<file path="src/logic/game_gfx_config.svh">
/* screen geometry, marker rows, colours and block limits for the drawing side
   include wherever the drawing modules need a constant */
`ifndef GAME_GFX_CONFIG_SVH
`define GAME_GFX_CONFIG_SVH

// frame-buffer coordinate and colour widths
`define GFX_X_BITS       12
`define GFX_Y_BITS       11
`define GFX_COLOUR_BITS  3

// status marker column and one row per state pair
`define GFX_MARKER_X        122
`define GFX_ROW_BEGIN       18
`define GFX_ROW_LOAD_BLOCK  39
`define GFX_ROW_LOAD_SET    58
`define GFX_ROW_START       76
`define GFX_ROW_END         94

// block movement, a move must land strictly inside min..max
`define GFX_STEP     15
`define GFX_COL_MIN  7
`define GFX_COL_MAX  116
`define GFX_ROW_MIN  3
`define GFX_ROW_MAX  116
`define GFX_INIT_ROW 7
`define GFX_INIT_COL 8

// footprint sizes in pixels
`define GFX_BLOCK_LONG   32
`define GFX_BLOCK_SHORT  2
`define GFX_MARKER_SIZE  4

// 3-bit rgb
`define GFX_BLACK    3'd0
`define GFX_RED      3'd4
`define GFX_MAGENTA  3'd5

`endif
</file>
<file path="src/logic/game_pkg.sv">
/* game phase, keyboard make codes and the placed-block word
   shared by the painters, the top level and the testbench */
package game_pkg;

	// phase of the game, one marker row per draw/wait pair
	typedef enum logic [3:0] {
		gs_begin           = 4'd0,
		gs_begin_wait      = 4'd1,
		gs_load_block      = 4'd2,
		gs_load_block_wait = 4'd3,
		gs_load_set        = 4'd4,
		gs_draw_block      = 4'd5,
		gs_load_set_wait   = 4'd6,
		gs_start_load      = 4'd7,
		gs_start_game      = 4'd8,
		gs_start_wait      = 4'd9,
		gs_end_game        = 4'd10,
		gs_end_wait        = 4'd12
	} game_state_t;

	// ps/2 make codes the block placer reacts to
	typedef enum logic [7:0] {
		key_left  = 8'h6B,
		key_right = 8'h74,
		key_up    = 8'h75,
		key_down  = 8'h72,
		key_space = 8'h29
	} key_code_t;

	// block position and orientation as handed to the game logic
	typedef struct packed {
		logic [6:0] row;   // top edge
		logic [7:0] col;   // left edge
		logic       tall;  // 2x32 when set, 32x2 otherwise
	} block_word_t;

endpackage

</file>
<file path="src/logic/gfx_pkg.sv">
/* pixel coordinate and colour types for every module on the pixel stream */
package gfx_pkg;

`include "game_gfx_config.svh"

	// horizontal position on the frame buffer
	typedef logic [`GFX_X_BITS-1:0] xcoord_t;

	// vertical position on the frame buffer
	typedef logic [`GFX_Y_BITS-1:0] ycoord_t;

	// rgb, one bit per channel
	typedef logic [`GFX_COLOUR_BITS-1:0] colour_t;

endpackage

</file>
<file path="src/logic/pixel_if.sv">
/* valid/ready pixel stream from one drawing source to the arbiter
   a beat moves when valid and ready are both high, last marks the burst end */
`timescale 1ns/1ns

interface pixel_if;

	logic              valid;
	logic              ready;
	gfx_pkg::xcoord_t  x;
	gfx_pkg::ycoord_t  y;
	gfx_pkg::colour_t  colour;
	logic              last;

	modport source (output valid, x, y, colour, last, input ready);
	modport sink (input valid, x, y, colour, last, output ready);

endinterface

</file>
<file path="src/logic/game_gfx.sv">
/* top level of the drawing side, marker painter and block placer
   feed the arbiter, which drives the vga frame-buffer writer */
`timescale 1ns/1ns

module game_gfx (
	input  logic                  clk,
	input  logic                  reset_n,
	input  game_pkg::game_state_t game_state,
	input  game_pkg::key_code_t   key_code,
	input  logic                  key_pressed,   // one-cycle pulse per make code
	input  logic                  tall_block,
	input  logic                  plot_ready,
	output gfx_pkg::xcoord_t      x,
	output gfx_pkg::ycoord_t      y,
	output gfx_pkg::colour_t      colour,
	output logic                  plot,
	output game_pkg::block_word_t block_word,
	output logic                  block_placed
);

	pixel_if u_marker_px ();
	pixel_if u_block_px ();

	marker_painter u_marker (
		.clk        (clk),
		.reset_n    (reset_n),
		.game_state (game_state),
		.px         (u_marker_px.source)
	);

	block_placer u_block (
		.clk          (clk),
		.reset_n      (reset_n),
		.game_state   (game_state),
		.key_code     (key_code),
		.key_pressed  (key_pressed),
		.tall_block   (tall_block),
		.px           (u_block_px.source),
		.block_word   (block_word),
		.block_placed (block_placed)
	);

	pixel_arbiter u_arb (
		.clk        (clk),
		.reset_n    (reset_n),
		.marker_px  (u_marker_px.sink),
		.block_px   (u_block_px.sink),
		.x          (x),
		.y          (y),
		.colour     (colour),
		.plot       (plot),
		.plot_ready (plot_ready)
	);

endmodule

</file>
<file path="src/logic/pixel_arbiter.sv">
/* merges the marker and block pixel streams onto the frame-buffer port
   a granted burst runs to its last beat before the other source gets in */
`timescale 1ns/1ns

module pixel_arbiter (
	input  logic             clk,
	input  logic             reset_n,
	pixel_if.sink            marker_px,
	pixel_if.sink            block_px,
	output gfx_pkg::xcoord_t x,
	output gfx_pkg::ycoord_t y,
	output gfx_pkg::colour_t colour,
	output logic             plot,
	input  logic             plot_ready
);

	logic grant;      // 0 marker, 1 block
	logic locked;     // inside a burst
	logic next_grant;
	logic sel_valid;
	logic sel_last;
	logic beat;
	logic burst_end;

	assign sel_valid = grant ? block_px.valid : marker_px.valid;
	assign sel_last = grant ? block_px.last : marker_px.last;
	assign beat = sel_valid && plot_ready;
	assign burst_end = beat && sel_last;

	// marker first when both wait
	assign next_grant = marker_px.valid ? 1'b0 : (block_px.valid ? 1'b1 : grant);

	always_ff @(posedge clk) begin
		if (!reset_n) begin
			grant <= 1'b0;
			locked <= 1'b0;
		end else begin
			if (beat)
				locked <= !sel_last;
			if (burst_end || (!locked && !sel_valid))
				grant <= next_grant;
		end
	end

	// zero-latency forward of the granted stream
	assign plot = sel_valid;
	assign x = grant ? block_px.x : marker_px.x;
	assign y = grant ? block_px.y : marker_px.y;
	assign colour = grant ? block_px.colour : marker_px.colour;

	assign marker_px.ready = !grant && plot_ready;
	assign block_px.ready = grant && plot_ready;

	// granted source stays valid and keeps the grant mid-burst
	a_grant_locked: assert property (@(posedge clk) disable iff (!reset_n)
		beat && !sel_last |=> sel_valid && $stable(grant));

endmodule

</file>
<file path="src/logic/block_placer.sv">
/* keyboard-driven block placement during the draw-block state
   erases the old footprint, draws the new one and paints it magenta on space */
`timescale 1ns/1ns
`include "game_gfx_config.svh"

module block_placer (
	input  logic                  clk,
	input  logic                  reset_n,
	input  game_pkg::game_state_t game_state,
	input  game_pkg::key_code_t   key_code,
	input  logic                  key_pressed,
	input  logic                  tall_block,
	pixel_if.source               px,
	output game_pkg::block_word_t block_word,
	output logic                  block_placed
);

	typedef enum logic [1:0] {
		ph_idle,
		ph_erase,   // black at the old position
		ph_draw,    // red at the current position
		ph_placed   // magenta, block fixed afterwards
	} phase_t;

	phase_t                phase;
	logic [5:0]            cnt;
	game_pkg::block_word_t pos;
	game_pkg::block_word_t new_pos;   // target of an accepted move
	game_pkg::block_word_t move_pos;
	game_pkg::game_state_t prev_state;
	logic                  is_arrow;
	logic                  move_ok;
	logic                  enter_draw;
	logic                  key_take;
	logic                  beat_done;
	logic                  burst_end;
	logic [5:0]            dx;
	logic [5:0]            dy;
	gfx_pkg::colour_t      colour;

	assign enter_draw = (game_state == game_pkg::gs_draw_block)
		&& (prev_state != game_pkg::gs_draw_block);
	assign key_take = (game_state == game_pkg::gs_draw_block) && key_pressed && !block_placed;
	assign beat_done = px.valid && px.ready;
	assign burst_end = beat_done && px.last;

	// candidate position for an arrow key
	always_comb begin
		move_pos = pos;
		is_arrow = 1'b1;
		case (key_code)
			game_pkg::key_left:  move_pos.col = pos.col - 8'(`GFX_STEP);
			game_pkg::key_right: move_pos.col = pos.col + 8'(`GFX_STEP);
			game_pkg::key_up:    move_pos.row = pos.row - 7'(`GFX_STEP);
			game_pkg::key_down:  move_pos.row = pos.row + 7'(`GFX_STEP);
			default:             is_arrow = 1'b0;
		endcase
	end

	// wrap-around lands outside the range as well
	assign move_ok = is_arrow
		&& (move_pos.col > 8'(`GFX_COL_MIN)) && (move_pos.col < 8'(`GFX_COL_MAX))
		&& (move_pos.row > 7'(`GFX_ROW_MIN)) && (move_pos.row < 7'(`GFX_ROW_MAX));

	always_ff @(posedge clk) begin
		if (!reset_n) begin
			phase <= ph_idle;
			cnt <= 6'd0;
			pos <= '{row: 7'(`GFX_INIT_ROW), col: 8'(`GFX_INIT_COL), tall: 1'b0};
			block_placed <= 1'b0;
			prev_state <= game_state;
		end else begin
			prev_state <= game_state;
			if (beat_done)
				cnt <= cnt + 6'd1;  // 64 beats per burst, back at 0 after each
			case (phase)
				ph_idle: begin
					if (game_state == game_pkg::gs_load_block) begin
						pos <= '{row: 7'(`GFX_INIT_ROW), col: 8'(`GFX_INIT_COL), tall: 1'b0};
						block_placed <= 1'b0;
					end else if (enter_draw) begin
						pos.tall <= tall_block;  // footprint fixed for this round
						phase <= ph_draw;
					end else if (key_take) begin
						if (key_code == game_pkg::key_space) begin
							phase <= ph_placed;
						end else if (move_ok) begin
							new_pos <= move_pos;
							phase <= ph_erase;
						end
					end
				end
				ph_erase: begin
					if (burst_end) begin
						pos <= new_pos;
						phase <= ph_draw;
					end
				end
				ph_draw: begin
					if (burst_end)
						phase <= ph_idle;
				end
				ph_placed: begin
					if (burst_end) begin
						block_placed <= 1'b1;
						phase <= ph_idle;
					end
				end
				default: phase <= ph_idle;
			endcase
		end
	end

	always_comb begin
		case (phase)
			ph_erase:  colour = `GFX_BLACK;
			ph_placed: colour = `GFX_MAGENTA;
			default:   colour = `GFX_RED;
		endcase
	end

	// row-major over 32x2 or 2x32
	assign dx = pos.tall ? cnt % 6'(`GFX_BLOCK_SHORT) : cnt % 6'(`GFX_BLOCK_LONG);
	assign dy = pos.tall ? cnt / 6'(`GFX_BLOCK_SHORT) : cnt / 6'(`GFX_BLOCK_LONG);

	assign px.valid = (phase != ph_idle);
	assign px.x = gfx_pkg::xcoord_t'(pos.col) + gfx_pkg::xcoord_t'(dx);
	assign px.y = gfx_pkg::ycoord_t'(pos.row) + gfx_pkg::ycoord_t'(dy);
	assign px.colour = colour;
	assign px.last = (cnt == 6'(`GFX_BLOCK_LONG * `GFX_BLOCK_SHORT - 1));

	assign block_word = pos;

	// the reported block never leaves the playing field
	a_block_in_bounds: assert property (@(posedge clk) disable iff (!reset_n)
		(block_word.col > 8'(`GFX_COL_MIN)) && (block_word.col < 8'(`GFX_COL_MAX))
		&& (block_word.row > 7'(`GFX_ROW_MIN)) && (block_word.row < 7'(`GFX_ROW_MAX)));

endmodule

</file>
<file path="src/logic/marker_painter.sv">
/* paints the 4x4 status marker each time the game moves to a new state
   red for draw states, black for wait states, one row per state pair */
`timescale 1ns/1ns
`include "game_gfx_config.svh"

module marker_painter (
	input  logic                  clk,
	input  logic                  reset_n,
	input  game_pkg::game_state_t game_state,
	pixel_if.source               px
);

	logic                  busy;
	logic [3:0]            cnt;         // beat within the marker
	game_pkg::game_state_t prev_state;
	game_pkg::game_state_t cur_state;   // state being painted
	game_pkg::game_state_t pend_state;
	logic                  pend_valid;
	logic                  state_chg;
	logic                  beat_done;
	logic                  burst_end;
	logic [3:0]            dx;
	logic [3:0]            dy;
	gfx_pkg::ycoord_t      row;
	gfx_pkg::colour_t      colour;

	// draw_block and start_game have no marker
	function automatic logic is_marker(input game_pkg::game_state_t s);
		case (s)
			game_pkg::gs_begin, game_pkg::gs_begin_wait,
			game_pkg::gs_load_block, game_pkg::gs_load_block_wait,
			game_pkg::gs_load_set, game_pkg::gs_load_set_wait,
			game_pkg::gs_start_load, game_pkg::gs_start_wait,
			game_pkg::gs_end_game, game_pkg::gs_end_wait: is_marker = 1'b1;
			default:                                      is_marker = 1'b0;
		endcase
	endfunction

	assign state_chg = (game_state != prev_state) && is_marker(game_state);
	assign beat_done = busy && px.ready;
	assign burst_end = beat_done && px.last;

	always_ff @(posedge clk) begin
		if (!reset_n) begin
			prev_state <= game_state;  // no marker for the state held in reset
			busy <= 1'b0;
			cnt <= 4'd0;
			pend_valid <= 1'b0;
		end else begin
			prev_state <= game_state;
			if (beat_done)
				cnt <= cnt + 4'd1;  // wraps to 0 on the last beat
			if (!busy || burst_end) begin
				if (state_chg) begin
					busy <= 1'b1;
					cur_state <= game_state;  // newest change beats the pending one
				end else if (pend_valid) begin
					busy <= 1'b1;
					cur_state <= pend_state;
				end else begin
					busy <= 1'b0;
				end
				pend_valid <= 1'b0;
			end else if (state_chg) begin
				pend_valid <= 1'b1;
				pend_state <= game_state;
			end
		end
	end

	// row and colour for the state being painted
	always_comb begin
		row = gfx_pkg::ycoord_t'(`GFX_ROW_BEGIN);
		colour = `GFX_BLACK;
		case (cur_state)
			game_pkg::gs_begin: colour = `GFX_RED;
			game_pkg::gs_load_block: begin
				row = gfx_pkg::ycoord_t'(`GFX_ROW_LOAD_BLOCK);
				colour = `GFX_RED;
			end
			game_pkg::gs_load_block_wait: row = gfx_pkg::ycoord_t'(`GFX_ROW_LOAD_BLOCK);
			game_pkg::gs_load_set: begin
				row = gfx_pkg::ycoord_t'(`GFX_ROW_LOAD_SET);
				colour = `GFX_RED;
			end
			game_pkg::gs_load_set_wait: row = gfx_pkg::ycoord_t'(`GFX_ROW_LOAD_SET);
			game_pkg::gs_start_load: begin
				row = gfx_pkg::ycoord_t'(`GFX_ROW_START);
				colour = `GFX_RED;
			end
			game_pkg::gs_start_wait: row = gfx_pkg::ycoord_t'(`GFX_ROW_START);
			game_pkg::gs_end_game: begin
				row = gfx_pkg::ycoord_t'(`GFX_ROW_END);
				colour = `GFX_RED;
			end
			game_pkg::gs_end_wait: row = gfx_pkg::ycoord_t'(`GFX_ROW_END);
			default: ;  // begin_wait keeps the defaults
		endcase
	end

	// row-major walk over the square
	assign dx = cnt % 4'(`GFX_MARKER_SIZE);
	assign dy = cnt / 4'(`GFX_MARKER_SIZE);

	assign px.valid = busy;
	assign px.x = gfx_pkg::xcoord_t'(`GFX_MARKER_X) + gfx_pkg::xcoord_t'(dx);
	assign px.y = row + gfx_pkg::ycoord_t'(dy);
	assign px.colour = colour;
	assign px.last = (cnt == 4'(`GFX_MARKER_SIZE * `GFX_MARKER_SIZE - 1));

	// a stalled beat must not change under the arbiter
	a_hold_stalled_beat: assert property (@(posedge clk) disable iff (!reset_n)
		px.valid && !px.ready |=> px.valid && $stable(px.x) && $stable(px.y)
			&& $stable(px.colour));

endmodule

</file>
<file path="config.mk">
export PLATFORM = sky130hd
export DESIGN_NAME = game_gfx
export DESIGN_NICKNAME = d
export VERILOG_FILES = /design/src/logic/game_pkg.sv /design/src/logic/gfx_pkg.sv /design/src/logic/pixel_if.sv /design/src/logic/game_gfx.sv /design/src/logic/pixel_arbiter.sv /design/src/logic/block_placer.sv /design/src/logic/marker_painter.sv
export VERILOG_INCLUDE_DIRS = /design/src /design/src/logic
export SDC_FILE = /design/constraint.sdc
export NUM_CORES = 1
export LEC_CHECK = 0
export ABC_AREA = 1
export ABC_CLOCK_PERIOD_IN_PS = 3730
export BUFFER_PORTS_ARGS = -buffer_cell sky130_fd_sc_hd__buf_2
export CAP_MARGIN = 30
export CORE_ASPECT_RATIO = 0.5
export CORE_MARGIN = 1.5
export CORE_UTILIZATION = 54
export DETAILED_ROUTE_END_ITERATION = 7
export HOLD_SLACK_MARGIN = 0.08
export PLACE_DENSITY = 0.86
export SLEW_MARGIN = 20
export SYNTH_ARGS = -nofsm -noshare
export SYNTH_HDL_FRONTEND = slang
export SYNTH_HIERARCHICAL = 1
export SYNTH_SLANG_ARGS = --single-unit
</file>
<file path="constraint.sdc">
create_clock -name clk -period 3.73 [get_ports clk]
set_clock_uncertainty 0.2 [all_clocks]
set_input_delay 0.1865 -clock clk [delete_from_list [all_inputs] [get_ports clk]]
set_output_delay 0.1865 -clock clk [all_outputs]
set_load 0.02 [all_outputs]
</file>
## Word level (Yosys, flattened, before mapping)

Memories as Yosys holds them, arrays and structs flattened.
Index checks and enable logic that the tools add are counted.

- Bits in read-only memories: 16
- Output and inout bits: 44
- Memories kept: 1
- Bits in registers: 61
- Word-level logic and storage cells: 150

Memory list:

| name | words | width | read ports | clocked after memory_dff | write ports | RTL line | text |
|---|---|---|---|---|---|---|---|
| (no name shown) | 16 | 1 | 1 | 0 | 0 | marker_painter.sv:29 | `case (s)` |

- Reduce and logical (&&, ||, !) cells: 48
- $add $sub $neg: 10
- Bitwise gates (word level): 5
- Magnitude comparators: 4
- Eq/ne operators: 30
- Muxes and demuxes: 35

Operator list:

| kind | number |
|---|---|
| $eq 8x7->1 const B | 4 |
| $pmux 16 s2 | 1 |
| $pmux 7 s4 | 1 |
| $logic_and 1x1->1 | 17 |
| $eq 4x3->1 const B | 4 |
| $eq 4x4->1 const B | 4 |
| $mux 16 | 1 |
| $pmux 8 s2 | 1 |
| $mux 15 | 1 |
| $reduce_and 3->1 | 5 |
| $mux 2 | 7 |
| $pmux 7 s2 | 1 |
| $eq 4x2->1 const B | 3 |
| $reduce_or 2->1 | 6 |
| $mux 1 | 11 |
| $mux 5 | 2 |
| $reduce_bool 2->1 | 5 |
| $add 8x6->9 | 1 |
| $mux 9 | 1 |
| $add 7x2->8 | 1 |
| $add 7x2->8 const A | 1 |
| $add 7x6->8 | 1 |
| $add 8x4->8 const B | 1 |
| $eq 8x6->1 const B | 1 |
| 34 further kinds | 51 |

## Depth between registers and ports, before layout

- Word-level depth: 13
- Depth in mapped cells: 21
- Mapped depth without buffers: 21

## Cells and area by module

The synthesis kept the hierarchy.

Modules (own cells, without submodules):

| module | cells an instance | area each (um^2) | times used | seq. area each (um^2) |
|---|---|---|---|---|
| block_placer | 463 | 3,395.8 | 1 | 1,061.0 |
| marker_painter | 151 | 1,131.1 | 1 | 440.4 |
| pixel_arbiter | 106 | 442.9 | 1 | 40.0 |

## Worst setup path after synthesis

Ideal clock, no wire load.

- Path kind: input -> register
- Start point: input key_code[7]
- End point: register u_block/new_pos[0] in the netlist's numbering, enable pin
- Setup slack: -231 ps
- Data arrival time: 3,352 ps
- Cell stages on the path: 17
- Path through: inv_1 nand2_2 nor2_8 nand2_1 nor3_1 inv_1 ha_1 a21oi_1 o21a_1 nand2_1 nand2_1 nand2_1 nand2_1 nand2_1 nor2_1 nand2_1 nor3_1

RTL lines:

| what | RTL line | text |
|---|---|---|
| from (decl) | game_gfx.sv:9 | `input game_pkg::key_code_t key_code,` |
| to (signal assigned) | block_placer.sv:88 | `new_pos <= move_pos;` |
| to (decl) | block_placer.sv:28 | `game_pkg::block_word_t new_pos;` |

## Worst setup path in the final report

- Start point: register u_block.pos (netlist bit u_block/block_word[0])
- End point: output y[6]

- Cells in the longest elaborated chain, start to end: 3

RTL lines:

| what | RTL line | text |
|---|---|---|
| from (decl) | block_placer.sv:27 | `game_pkg::block_word_t pos;` |
| from (signal assigned) | block_placer.sv:69 | `` pos <= '{row: 7'(`GFX_INIT_ROW), col: 8'(`GFX_INIT_COL), tall: 1'b0}; `` |
| from (signal assigned) | block_placer.sv:79 | `` pos <= '{row: 7'(`GFX_INIT_ROW), col: 8'(`GFX_INIT_COL), tall: 1'b0}; `` |
| from (signal assigned) | block_placer.sv:95 | `pos <= new_pos;` |
| $mux 5 | block_placer.sv:124 | `` assign dy = pos.tall ? cnt / 6'(`GFX_BLOCK_SHORT) : cnt / 6'(`GFX_BLOCK_LONG); `` |
| $add 7x6->8 | block_placer.sv:128 | `assign px.y = gfx_pkg::ycoord_t'(pos.row) + gfx_pkg::ycoord_t'(dy);` |
| named net u_block_px.y[6] | pixel_if.sv:10 | `gfx_pkg::ycoord_t y;` |
| $mux 8 | pixel_arbiter.sv:48 | `assign y = grant ? block_px.y : marker_px.y;` |
| to (decl) | game_gfx.sv:14 | `output gfx_pkg::ycoord_t y,` |

The timed path passes the listed nets, and every way through them passes these cells.

==> results.cfg <==
[outcome]
status = finished, final reports clean

[sta]
slew_viol_final = 0
period_minus_slack_ns = 3.13
maxSlewHeadroom_pct = 45.2
rsz0062_at_grt = false
finalSetupTns_ns = 0
hold_viol_final = 0
fin_hold_ws_ns = 0.202
setup_violations = 0
worst_pin_slew_ns = 0.819
fmax_ghz = 0.320
period_share_pct = 83.9

[worst_hold_path]
hp-class = input port to flop
min_path_cells = 7
whs_endpoint = u_block/phase[0]$_SDFFE_PN0P_
min-delay-start = key_pressed

[place]
io_buffer_count = 53
place.gp.congestion = 0.904
place_hpwl_um = 8350
dpl_cell_area_um2 = 5240

[floorplan]
placementRows = 24
core_um2 = 8830
dieArea_um2 = 9820
fp.dieW_um = 139
die_h_um = 70.8
initial_core_util_pct = 56.3
io_pins = 61

[clocking]
post_cts_resized = 0
clkTransAtPathRegs_ns = 0.06
cts.sinks = 65
clockBufferDepth = 2
cts-buffers-inserted = 9
htree_levels = 3
root_buffer = clkbuf_16
cts_tree = yes
clock_latency_ns = 0.32

[yosys]
ys_types = 44
seq_area_frac_synth_pct = 31.0
ys_ff_latch = 65
yosysWarningCount = 6
synth_area_um2 = 4970
avgSynthCellArea_um2 = 6.90
synthCells = 720

[final_layout]
fillers = 762
drive_gt1_share_pct = 16.3
final_common_cell = nand2_1
syn2layout_area_growth_pct = 12.4
nets = 827
utilization_pct = 63.3
mostFrequentLayoutCells = nand2_1 (238), inv_1 (84), buf_2 (53), nor2_1 (43), a21oi_1 (43)
fin_area_um2 = 5590
num_antenna_cells = 0

[global_routing]
grt_max_degree = 32
grt_antenna_before_repair = 0
grt_pass1_wl_um = 19000
grt-ovfl-total = 0
grt_pass1_vias = 4190
track_usage_pct = 23.7

[routing]
drtIter0Drc = 387
via_count = 4629
wl_per_cell_um = 12.6
first_pass_iters = 5
ant_nets = 0
drc = 0
routed_via_density = 5.14
routed_wl_um = 11300

[critical_path]
r2r_end = u_block/new_pos[5]$_DFFE_PP_
r2r_cells = 13
worstSetupStartpointType = flop
reg2reg_slack_ns = 1.07
crit_path_end_kind = output pin
worst-setup-path-type = flop to output pin
worstPathRequired_ns = 3.34
critPathArrivalTime_ns = 2.74
crit_fanout = 13
reg2reg_from = u_block/block_word[1]$_SDFFE_PN0P_

[job]
cap_violations = 0

[power_and_ir_drop]
p_total_mw = 1.84
power_leakage_nw = 3.01
ir_worst_vdd_mv = 0.251
p_per_area_nw_per_um2 = 330
## cells by family after synthesis
family | Yosys count | synth area share [%]
compound gates | 88 | 9.79
xor+xnor | 16 | 2.82
fa+ha+maj | 32 | 8.81
buf+inv | 135 | 12.6
flops | 65 | 31.0
other cells | 3 | 0.227
simple gates | 381 | 34.7
## cell type report
class	count	area (um^2)	area share (%)
multi-input combinational	539	2880	51.5
clock inverter	7	53.8	0.963
clock buffer	9	225	4.03
timing repair buffer	64	365	6.54
inverter	99	374	6.70
sequential	65	1540	27.6
tap	117	146	2.62
## stage by stage
stage | cells | worst slack (ns)
floorplan | 739 | 0.249
global placement | 877 | 0.645
detailed placement | 877 | 0.560
CTS | 900 | 0.607
global route | 900 | 0.446
finish | 900 | 0.601
## Yosys cell counts (all sizes together)
cell type | number | area share (%)
fa | 5 | 2.0
a21oi | 45 | 4.7
nor3 | 13 | 1.9
o21bai | 1 | 0.23
o21a | 2 | 0.30
clkinv | 1 | 0.075
ha | 27 | 6.8
a211oi | 5 | 0.86
nand3 | 49 | 5.8
xnor2 | 2 | 0.35
nor4 | 1 | 0.13
buf | 31 | 4.7
conb | 3 | 0.23
o211ai | 1 | 0.15
inv | 98 | 7.5
clkbuf | 5 | 0.38
nand3b | 8 | 1.2
o21ai | 32 | 3.3
xor2 | 14 | 2.5
nand2 | 255 | 21
nor2 | 51 | 4.6
a21o | 1 | 0.15
a31oi | 1 | 0.13
dfxtp | 41 | 17
nand4 | 4 | 0.50
edfxtp | 24 | 15
## flip-flops by register name (all words and copies together) (netlist names), 2 cells and up
signal,flops
u_block/block_word,16
u_block/new_pos,16
u_block/cnt,6
u_block/prev_state,4
u_marker/cnt,4
u_marker/cur_state,4
u_marker/pend_state,4
u_marker/prev_state,4
u_block/phase,2
## layer usage
layer | wire, um | up-vias | global-route usage, %
li1 | - | 2364 | -
met1 | 5260 | 2101 | 31.0
met2 | 5180 | 152 | 40.3
met3 | 742 | 12 | 5.89
met4 | 114 | 0 | 5.56
met5 | 0 | - | 0
## worst max-delay path, stage by stage, from the launching register on
cell and delay, ns:
dfxtp_1 0.61, nand2_1 0.08, o21ai_0 0.09, ha_1 0.18, inv_1 0.05, fa_1 0.39, o21ai_0 0.29, nand2_1 0.08
nand2_1 0.06, nand2_1 0.05, xor2_1 0.18, nand2_1 0.08, nand2_1 0.09, buf_2 0.16
## timing repair
action | CTS | global route
endpoints found under the hold margin | 18 | 0
buffers inserted | 0 | 0
hold buffers | 7 | 0
## worst max path at each step
stage,start,to,slack [ns]
6_report,u_block/block_word[0]$_SDFFE_PN0P_,y[6],0.60
5_1_grt,u_block/block_word[0]$_SDFFE_PN0P_,y[6],0.45
4_1_cts,u_block/block_word[0]$_SDFFE_PN0P_,y[6],0.61
3_5_place_dp,key_code[7],u_block/new_pos[0]$_DFFE_PP_,0.56
3_3_place_gp,key_code[7],u_block/new_pos[0]$_DFFE_PP_,0.64
2_1_floorplan,key_code[7],u_block/new_pos[0]$_DFFE_PP_,0.25
## power breakdown
group	internal (mW)	switching, mW
Clock	0.453	0.314
Combinational	0.0972	0.189
Sequential	0.761	0.0259
Total	1.31	0.530
Power figures use the tool's default switching activity.
